[config.mk]
export PLATFORM = sky130hd
export DESIGN_NAME = decode_stage
export DESIGN_NICKNAME = d
export VERILOG_FILES = /design/src/hw/decode_pkg.sv /design/src/hw/field_decode.sv /design/src/hw/repeat_control.sv /design/src/hw/issue_select.sv /design/src/hw/decode_stage.sv
export SDC_FILE = /design/constraint.sdc
export NUM_CORES = 1
export LEC_CHECK = 0
export BUFFER_PORTS_ARGS = -buffer_cell sky130_fd_sc_hd__buf_2
export CAP_MARGIN = 25
export CELL_PAD_IN_SITES_DETAIL_PLACEMENT = 1
export CELL_PAD_IN_SITES_GLOBAL_PLACEMENT = 1
export CORE_AREA = 3 3 137 139
export CTS_BUF_LIST = sky130_fd_sc_hd__clkbuf_2
export CTS_CLUSTER_SIZE = 30
export DETAILED_ROUTE_END_ITERATION = 8
export DIE_AREA = 0 0 140 142
export PLACE_DENSITY = 0.67
export SYNTH_ARGS = -nofsm -noshare
export SYNTH_HDL_FRONTEND = slang
export SYNTH_SLANG_ARGS = --single-unit
[constraint.sdc]
create_clock -name ret_near -period 2.02 [get_ports ret_near]
set_input_delay 0.101 -clock ret_near [delete_from_list [all_inputs] [get_ports ret_near]]
set_output_delay 0.101 -clock ret_near [all_outputs]
set_load 0.01 [all_outputs]
[src/hw/decode_pkg.sv]
// Decode stage shared definitions
// Widths, x86 opcode and prefix codes, field types and the
// instruction and micro-op structs passed between the pipe stages

package decode_pkg;

   localparam int ADDR_W = 32;

   typedef logic [ADDR_W-1:0] addr_t;
   typedef logic [15:0]       opcode_t;
   typedef logic [23:0]       prefix_t;
   typedef logic [1:0]        count_t;
   typedef logic [2:0]        size_t;
   typedef logic [2:0]        operand_sel_t;
   typedef logic [3:0]        alu_op_t;
   typedef logic [2:0]        seg_t;
   typedef logic [31:0]       imm_t;

   // First opcode byte
   localparam logic [7:0] OP_PUSH_ES      = 8'h06;
   localparam logic [7:0] OP_PUSH_CS      = 8'h0E;
   localparam logic [7:0] OP_PUSH_SS      = 8'h16;
   localparam logic [7:0] OP_PUSH_DS      = 8'h1E;
   localparam logic [7:0] OP_SHIFT1_B     = 8'hD0;
   localparam logic [7:0] OP_SHIFT1_W     = 8'hD1;
   localparam logic [7:0] OP_MOVS         = 8'hA5;
   localparam logic [7:0] OP_RET_NEAR     = 8'hC3;
   localparam logic [7:0] OP_RET_NEAR_IMM = 8'hC2;
   localparam logic [7:0] OP_RET_FAR      = 8'hCB;
   localparam logic [7:0] OP_RET_FAR_IMM  = 8'hCA;

   // Two byte opcodes
   localparam opcode_t OP_PUSH_FS = 16'h0FA0;
   localparam opcode_t OP_PUSH_GS = 16'h0FA8;

   localparam logic [7:0] PFX_ES     = 8'h26;
   localparam logic [7:0] PFX_CS     = 8'h2E;
   localparam logic [7:0] PFX_SS     = 8'h36;
   localparam logic [7:0] PFX_DS     = 8'h3E;
   localparam logic [7:0] PFX_FS     = 8'h64;
   localparam logic [7:0] PFX_GS     = 8'h65;
   localparam logic [7:0] PFX_REP    = 8'hF3;
   localparam logic [7:0] PFX_REPNE  = 8'hF2;
   localparam logic [7:0] PFX_OPSIZE = 8'h66;

   localparam seg_t SEG_ES = 3'd0;
   localparam seg_t SEG_CS = 3'd1;
   localparam seg_t SEG_SS = 3'd2;
   localparam seg_t SEG_DS = 3'd3;
   localparam seg_t SEG_FS = 3'd4;
   localparam seg_t SEG_GS = 3'd5;

   localparam size_t        SIZE_16      = 3'd2;
   localparam size_t        SIZE_32      = 3'd3;
   localparam operand_sel_t OPND_STRING  = 3'd6;
   localparam alu_op_t      ALU_PASS     = 4'd0;
   localparam alu_op_t      ALU_MOVE_STR = 4'd4;

   typedef struct packed {
      prefix_t    prefix;
      count_t     prefix_bytes;
      opcode_t    opcode;
      count_t     opcode_bytes;
      logic [7:0] modrm;
      imm_t       imm;
      addr_t      pc;
      logic       size_override;
   } instr_t;

   typedef struct packed {
      size_t        size;
      operand_sel_t op0;
      operand_sel_t op1;
      alu_op_t      alu_op;
      logic [7:0]   modrm;
      imm_t         imm;
      seg_t         seg_override;
      logic         seg_override_valid;
      opcode_t      opcode;
      addr_t        pc;
      logic         movs;
   } uop_t;

endpackage

[src/hw/field_decode.sv]
`timescale 1ns/1ps
// Field decoder of the x86 decode stage
// Masks prefix and opcode bytes, decodes prefixes, applies the
// opcode overrides and flags near and far returns

module field_decode (
   input  decode_pkg::instr_t s0_instr,
   input  logic               s0_valid,
   output decode_pkg::uop_t   uop,
   output logic               rep,
   output logic               is_return,
   output logic               near_return,
   output logic               far_return
);

   decode_pkg::prefix_t mask_prefix;
   decode_pkg::opcode_t mask_op;
   logic [7:0]          op_hi;
   decode_pkg::seg_t    seg_override;
   logic                seg_valid;
   logic                opsize_prefix;
   logic                push_seg;
   logic                shift_one;
   logic                movs;
   logic                near_opc;
   logic                far_opc;

   // Valid bit and segment code of one prefix byte
   function automatic logic [3:0] seg_of(input logic [7:0] pb);
      case (pb)
         decode_pkg::PFX_ES: seg_of = {1'b1, decode_pkg::SEG_ES};
         decode_pkg::PFX_CS: seg_of = {1'b1, decode_pkg::SEG_CS};
         decode_pkg::PFX_SS: seg_of = {1'b1, decode_pkg::SEG_SS};
         decode_pkg::PFX_DS: seg_of = {1'b1, decode_pkg::SEG_DS};
         decode_pkg::PFX_FS: seg_of = {1'b1, decode_pkg::SEG_FS};
         decode_pkg::PFX_GS: seg_of = {1'b1, decode_pkg::SEG_GS};
         default:            seg_of = 4'h0;
      endcase
   endfunction

   // Uncounted bytes read as zero, which matches no prefix
   always_comb begin
      case (s0_instr.prefix_bytes)
         2'd0:    mask_prefix = '0;
         2'd1:    mask_prefix = {s0_instr.prefix[23:16], 16'h0000};
         2'd2:    mask_prefix = {s0_instr.prefix[23:8], 8'h00};
         default: mask_prefix = s0_instr.prefix;
      endcase
   end

   assign mask_op = s0_instr.opcode_bytes[1] ? s0_instr.opcode
                                             : {s0_instr.opcode[15:8], 8'h00};
   assign op_hi   = mask_op[15:8];

   // Last byte scanned first so the earliest segment prefix wins
   always_comb begin
      logic [3:0] hit;
      seg_override  = decode_pkg::SEG_ES;
      seg_valid     = 1'b0;
      rep           = 1'b0;
      opsize_prefix = 1'b0;
      for (int i = 0; i < 3; i++) begin
         hit = seg_of(mask_prefix[8*i +: 8]);
         if (hit[3]) begin
            {seg_valid, seg_override} = hit;
         end
         if (mask_prefix[8*i +: 8] == decode_pkg::PFX_REP ||
             mask_prefix[8*i +: 8] == decode_pkg::PFX_REPNE) begin
            rep = 1'b1;
         end
         if (mask_prefix[8*i +: 8] == decode_pkg::PFX_OPSIZE) begin
            opsize_prefix = 1'b1;
         end
      end
   end

   // Segment pushes are always 32 bit
   assign push_seg = op_hi == decode_pkg::OP_PUSH_ES || op_hi == decode_pkg::OP_PUSH_CS ||
                     op_hi == decode_pkg::OP_PUSH_SS || op_hi == decode_pkg::OP_PUSH_DS ||
                     mask_op == decode_pkg::OP_PUSH_FS || mask_op == decode_pkg::OP_PUSH_GS;

   assign shift_one = op_hi == decode_pkg::OP_SHIFT1_B || op_hi == decode_pkg::OP_SHIFT1_W;
   assign movs      = op_hi == decode_pkg::OP_MOVS;
   assign near_opc  = op_hi == decode_pkg::OP_RET_NEAR || op_hi == decode_pkg::OP_RET_NEAR_IMM;
   assign far_opc   = op_hi == decode_pkg::OP_RET_FAR || op_hi == decode_pkg::OP_RET_FAR_IMM;

   assign is_return   = near_opc | far_opc;
   assign near_return = near_opc & s0_valid;
   assign far_return  = far_opc & s0_valid;

   always_comb begin
      if (push_seg || !(s0_instr.size_override || opsize_prefix)) begin
         uop.size = decode_pkg::SIZE_32;
      end else begin
         uop.size = decode_pkg::SIZE_16;
      end
      uop.op0                = movs ? decode_pkg::OPND_STRING : s0_instr.modrm[5:3];
      uop.op1                = movs ? decode_pkg::OPND_STRING : s0_instr.modrm[2:0];
      uop.alu_op             = movs ? decode_pkg::ALU_MOVE_STR : decode_pkg::ALU_PASS;
      uop.modrm              = s0_instr.modrm;
      uop.imm                = shift_one ? decode_pkg::imm_t'(1) : s0_instr.imm;
      uop.seg_override       = seg_override;
      uop.seg_override_valid = seg_valid;
      uop.opcode             = mask_op;
      // Filled in by the issue selector
      uop.pc                 = '0;
      uop.movs               = movs;
   end

endmodule

[src/hw/repeat_control.sv]
`timescale 1ns/1ps
// Repeat controller for REP string instructions
// Posts ECX-1 on every issued iteration and stalls issue for one
// cycle after each writeback so the next count is never stale

module repeat_control (
   input  logic              ret_near,
   input  logic              ret_far,
   input  logic              rep,
   input  logic              accept_out,
   input  decode_pkg::addr_t ecx,
   output logic              last_iter,
   output logic              hold_issue,
   output logic              wb_valid,
   output decode_pkg::addr_t wb_data
);

   logic ecx_is_one;
   logic wb_in_flight;

   assign ecx_is_one = ecx == decode_pkg::addr_t'(1);

   // Non-REP instructions always retire on the first issue
   assign last_iter = !rep || ecx_is_one;

   assign wb_valid = accept_out & rep;
   assign wb_data  = ecx - decode_pkg::addr_t'(1);

   // ECX written back this cycle, visible at the input next-next cycle
   always_ff @(posedge ret_near or posedge ret_far) begin
      if (ret_far) begin
         wb_in_flight <= 1'b0;
      end else begin
         wb_in_flight <= wb_valid;
      end
   end

   assign hold_issue = wb_in_flight;

   // Issue gating downstream must keep iterations apart
   a_no_wb_in_hold: assert property (
      @(posedge ret_near) disable iff (ret_far)
      hold_issue |-> !wb_valid
   );

   // A REP count of zero is not supported
   a_rep_ecx_nonzero: assert property (
      @(posedge ret_near) disable iff (ret_far)
      (rep && accept_out) |-> (ecx != '0)
   );

endmodule

[src/hw/issue_select.sv]
`timescale 1ns/1ps
// Issue selector of the decode stage
// Gates the valid/ready handshake, keeps the current EIP register
// and picks the PC that goes out with the micro-op

module issue_select (
   input  logic              ret_near,
   input  logic              ret_far,
   input  logic              s0_valid,
   output logic              s0_ready,
   output logic              s1_valid,
   input  logic              s1_ready,
   input  decode_pkg::uop_t  uop_in,
   input  decode_pkg::addr_t pc,
   input  logic              is_return,
   input  logic              near_return,
   input  logic              far_return,
   input  logic              last_iter,
   input  logic              hold_issue,
   output logic              accept_out,
   input  logic              write_eip,
   input  decode_pkg::addr_t eip,
   output decode_pkg::addr_t curr_eip,
   output decode_pkg::uop_t  s1_uop
);

   logic eip_load;

   // Nothing issues while a count writeback is in flight
   assign s1_valid = s0_valid & ~hold_issue;

   // REP keeps the instruction at the input until the last iteration
   assign s0_ready = s1_ready & ~hold_issue & last_iter;

   assign accept_out = s1_valid & s1_ready;

   // A return takes EIP priority over an external write
   assign eip_load = write_eip & ~(near_return | far_return);

   always_ff @(posedge ret_near or posedge ret_far) begin
      if (ret_far) begin
         curr_eip <= '0;
      end else if (eip_load) begin
         curr_eip <= eip;
      end
   end

   always_comb begin
      s1_uop = uop_in;
      if (is_return) begin
         s1_uop.pc = curr_eip;
      end else begin
         s1_uop.pc = pc;
      end
   end

   a_valid_from_input: assert property (
      @(posedge ret_near) disable iff (ret_far)
      s1_valid |-> s0_valid
   );

endmodule

[src/hw/decode_stage.sv]
`timescale 1ns/1ps
// x86 decode stage top
// Field decoder and REP controller run side by side, the issue
// selector joins them into one micro-op per output transfer

module decode_stage (
   input  logic               ret_near,
   input  logic               ret_far,
   input  logic               s0_valid,
   output logic               s0_ready,
   input  decode_pkg::instr_t s0_instr,
   output logic               s1_valid,
   input  logic               s1_ready,
   output decode_pkg::uop_t   s1_uop,
   input  decode_pkg::addr_t  ecx,
   output logic               wb_valid,
   output decode_pkg::addr_t  wb_data,
   input  logic               write_eip,
   input  decode_pkg::addr_t  eip,
   output decode_pkg::addr_t  curr_eip,
   output logic               near_return,
   output logic               far_return
);

   decode_pkg::uop_t dec_uop;
   logic             rep;
   logic             is_return;
   logic             last_iter;
   logic             hold_issue;
   logic             accept_out;

   field_decode field_decode_inst (
      .s0_instr    (s0_instr),
      .s0_valid    (s0_valid),
      .uop         (dec_uop),
      .rep         (rep),
      .is_return   (is_return),
      .near_return (near_return),
      .far_return  (far_return)
   );

   repeat_control repeat_control_inst (
      .ret_near   (ret_near),
      .ret_far    (ret_far),
      .rep        (rep),
      .accept_out (accept_out),
      .ecx        (ecx),
      .last_iter  (last_iter),
      .hold_issue (hold_issue),
      .wb_valid   (wb_valid),
      .wb_data    (wb_data)
   );

   issue_select issue_select_inst (
      .ret_near    (ret_near),
      .ret_far     (ret_far),
      .s0_valid    (s0_valid),
      .s0_ready    (s0_ready),
      .s1_valid    (s1_valid),
      .s1_ready    (s1_ready),
      .uop_in      (dec_uop),
      .pc          (s0_instr.pc),
      .is_return   (is_return),
      .near_return (near_return),
      .far_return  (far_return),
      .last_iter   (last_iter),
      .hold_issue  (hold_issue),
      .accept_out  (accept_out),
      .write_eip   (write_eip),
      .eip         (eip),
      .curr_eip    (curr_eip),
      .s1_uop      (s1_uop)
   );

endmodule

After elaboration in Yosys (flattened, before gate mapping)
Cells that the tools add are included.
{"block": "totals", "ff_bits": 33}
{"block": "classes", "add_sub_neg": 1, "n_eq_ne": 43, "n_mux": 23, "n_bitwise": 12, "reduce_logical": 17}
{"cell": "== test 8 bit, second input constant", "count": 13}
{"cell": "== test 8 x 6 -> 1 bit, second input constant", "count": 12}
{"cell": "== test 8 x 7 -> 1 bit, second input constant", "count": 9}
{"cell": "one-hot mux 24 bit (3 select lines)", "count": 1}
{"cell": "one-hot mux 4 bit (6 select lines)", "count": 3}
{"cell": "2-to-1 mux 32 bit", "count": 2}
{"cell": "== test 16 x 12 -> 1 bit, second input constant", "count": 2}
{"cell": "== test 32 x 1 -> 1 bit, second input constant", "count": 1}
{"cell": "subtractor 32 x 1 -> 32 bit, second input constant", "count": 1}
{"cell": "2-to-1 mux 3 bit", "count": 6}
{"cell": "== test 8 x 5 -> 1 bit, second input constant", "count": 2}
{"cell": "logical OR 1 bit", "count": 14}
{"cell": "2-to-1 mux 1 bit", "count": 10}
{"cell": "AND 1 bit", "count": 8}
{"cell": "== test 8 x 3 -> 1 bit, second input constant", "count": 1}
{"cell": "== test 8 x 4 -> 1 bit, second input constant", "count": 1}
{"cell": "2-to-1 mux 8 bit", "count": 1}
{"cell": "== test 2 x 1 -> 1 bit, second input constant", "count": 1}
{"cell": "== test 2 bit, second input constant", "count": 1}
{"cell": "zero test 1 bit", "count": 2}
{"cell": "zero test 2 bit", "count": 1}
{"cell": "NOT 1 bit", "count": 2}
{"cell": "bitwise OR 1 bit", "count": 2}

Logic depth before layout (Yosys ltp)
{"block": "logic_depth", "depth_word": 10, "ltp_mapped": 7, "ltp_nobuf": 6}

By module
A second synthesis with hierarchy kept.
{"block": "unflattened", "cells_unflattened": 465, "area_unflattened_um2": 4147.7}
{"mod": "issue_select", "instances": 1, "cells_each": 183, "area_per_inst_um2": 2172.1}
{"mod": "field_decode", "instances": 1, "cells_each": 180, "area_per_inst_um2": 1247.4}
{"mod": "repeat_control", "instances": 1, "cells_each": 102, "area_per_inst_um2": 728.2}

Worst setup path before layout
OpenSTA, ideal clock, no wires.
{"block": "synth_timing", "path_type": "input -> output", "startpoint": "input ecx[27]", "endpoint": "output s0_ready", "t_arrival_ns": 1.759, "t_required_ns": 1.919, "path_slack_ns": 0.160, "path_stages": 4, "cell_sequence": "or4_4 or4_4 or4_4 a21oi_2"}
{"block": "synth_between", "elab_chain_len": 3}
{"item": "start: declaration", "line_no": "decode_stage.sv:15", "rtl": "input decode_pkg::addr_t ecx,"}
{"item": "== test 32 x 1 -> 1 bit", "line_no": "repeat_control.sv:21", "rtl": "assign ecx_is_one = ecx == decode_pkg::addr_t'(1);"}
{"item": "logical OR 1 bit", "line_no": "repeat_control.sv:24", "rtl": "assign last_iter = !rep || ecx_is_one;"}
{"item": "AND 1 bit", "line_no": "issue_select.sv:33", "rtl": "assign s0_ready = s1_ready & ~hold_issue & last_iter;"}
{"item": "end: declaration", "line_no": "decode_stage.sv:10", "rtl": "output logic s0_ready,"}
No other way between the ends.

Final worst setup path
Ends and elaborated chain as after synthesis.

==> metrics.txt <==
grt ovf 0; Worst Path Required 1.92 ns; post-route minimum period 1.958 ns; Synth Flop Type dfrtp_1; WL/cell 18.09 um; clk buf depth 2; Final Max Tran Viols 0; Core Rows 49; Tcrit/Tclk final 96.92%; post-route setup TNS 0 ns; final cell count without fillers 958; share of layout cells above drive strength 1 61.40%; Initial Util 18.04%; Yosys Warn Count 0; startpoint types input port; Placer Congestion 0.8283; post-synth cell types 47; largest net degree at the start of global routing 34; Critical Path AT 1.86 ns; Setup Fix Bufs, Post-CTS 0; skew final 0 ns; die span in x 140 um; Core ar. 0.01778 mm^2; initial antenna violation count 1; clock latency on the worst-skew pair 0.37 ns; TritonCTS clock tree built; worst hold path class input port to flop; clock sink count 33; Pleak 2.845 nW; Worst setup EP type output pin; first-pass GRT wire length 25,190 um; Worst-path clk slew 0.18 ns; Area Overhead vs Synth 74.42%; sequential fraction of the synthesis area 25.74%; Post-Place Cells 915; Ports 361; Post-Place Setup Slack -0.08177 ns; PnR worst setup slack 0.06216 ns; final WL 17,330 um; VDD IR-drop max 205.9 uV; Post-synth EDFFs 0; Total Nets Final 915; post-route ant nets 0; all-layer global routing usage 16.07%; critical path peak fanout 2; FF+latch count, synth 33; vias in the first global route 4,253; status completed; routed vias 4,189; hpwl dp 14,720 um; Die ar. 0.01988 mm^2; DR iter-0 viols 99; Final setup viols 0; height of the die 142 um; Crit Path Class input port to output pin; PD cells 387.7 mW/mm^2; fill count 2,256; Residual DRC 0; Post-Syn Area 0.003208 mm^2; total CTS buffers 5; maxcap violations 0; Detailed Routing Iterations Pass 1 4; Clock Tree Root clkbuf_2; Max Freq 510.8 MHz; H-tree Lvls 2; vias per cell 4.373; Synth async-reset ratio 100.0%; Avg Synthesized Cell Area 9.088 um^2; I/O Buffers 350; Mapped Cells 353; Final Hold Viols 0; hold slack 0.1522 ns
==> worst max-delay path, stage by stage <==
cell	delay, ns
buf_2	0.10
or4_4	0.53
or4_4	0.43
or4_4	0.43
a21oi_2	0.12
buf_2	0.14
==> layer usage <==
layer	vias to the layer above	routed length, um	part of all wire, %	GRT usage (%)
met3	10	1581	9.1	4.469
met1	1970	6769	39	19.65
li1	1998	-	-	-
met4	0	172	0.99	2.448
met5	-	0	0	0
met2	211	8807	51	28.84
==> cell type report <==
type	instances	area [um^2]	share of cell area (%)
Clock inverter	2	33.78	0.6038
Tap cell	229	286.5	5.121
Antenna cell	1	2.502	0.04472
Multi-Input combinational cell	279	2150	38.42
Sequential cell	33	825.8	14.76
Clock buffer	6	30.03	0.5367
Inverter	8	30.03	0.5367
Timing Repair Buffer	400	2237	39.98
==> kinds of logic (layout without fill, tap and decap cells) <==
family	Yosys count	count (layout)	synth area share, %
flops	33	33	25.74
xor+xnor	26	26	7.098
fa+ha+maj	2	2	0.7799
mux	65	65	22.78
buf+inv	44	416	7.956
simple gates	158	158	30.11
other cells	2	6	0.2341
compound gates	23	23	5.305
==> cells in the mapped netlist, drive strengths merged (2+ instances only) <==
cell type	n	area, um^2
o31ai	4	30.03
conb	2	7.510
and2	41	256.5
clkbuf	9	33.78
inv	8	30.03
nor3b	5	37.54
or4	8	71.32
nand3	3	15.01
nand2	13	48.80
mux2	64	720.7
o21ai	6	30.03
nor2b	5	31.28
nor4	14	87.58
nor4b	2	17.52
or3	5	32.53
xor2	23	201.4
or2	2	12.51
nand4b	6	52.55
nand4	4	25.02
nand2b	7	43.79
a32oi	3	26.28
buf	27	191.4
xnor2	3	26.28
nand3b	4	30.03
ha	2	25.02
nor2	13	48.80
nor3	21	105.1
dfrtp	33	825.8
==> report_power, final <==
group	total, mW	switching (mW)	internal [mW]
registers	0.779	0.0519	0.727
logic	0.931	0.458	0.473
clock network	0.460	0.249	0.211
total	2.17	0.758	1.41
==> final timing paths <==
path	start	end	slack, ns	cells past startpoint
worst min register to register	issue_select_inst.curr_eip[25]	issue_select_inst.curr_eip[25]	0.56	1
worst max-delay path	ecx[27]	s0_ready	0.06	6
worst min-delay path	s0_valid	repeat_control_inst.hold_issue	0.15	4
min in group asynchronous	ret_far	issue_select_inst.curr_eip[16]	0.33	4
worst max register to register	repeat_control_inst.hold_issue	repeat_control_inst.hold_issue	0.96	2
max in group asynchronous	ret_far	issue_select_inst.curr_eip[0]	1.36	4
==> stage by stage <==
step           utilization (%)  power [mW]  instance area [um^2]
6_report                 31.47       2.169                  5595
2_1_floorplan                -       1.174                  3219
3_3_place_gp             29.12       1.663                  5177
4_1_cts                  31.39       2.210                  5582
5_1_grt                  31.47       2.328                  5595
3_5_place_dp             29.12       1.676                  5177
==> state kept, by name, summed over array words and instances (netlist names) <==
signal,flops
repeat_control_inst.hold_issue,1
issue_select_inst.curr_eip,32
==> repair_timing <==
item / 4_1_cts / 5_1_grt
gates resized for setup: 0 / 2
pin swaps: 1 / 1
endpoints found under the hold margin: 66 / 0
hold buffers: 34 / 0
endpoints found under the setup margin: 1 / 6
==> layout by cell type (no fill, tap or decap), drive strengths merged, types with 7 or more instances in the layout <==
cell type / Yosys / final
nor3: 21 / 21
mux2: 64 / 64
dlygate4sd3: 0 / 34
nand2: 13 / 13
nor2: 13 / 13
and2: 41 / 41
nand2b: 7 / 7
xor2: 23 / 23
nor4: 14 / 14
buf: 27 / 366
inv: 8 / 8
dfrtp: 33 / 33
or4: 8 / 8
No activity file was read; power rests on OpenSTA's default activity.
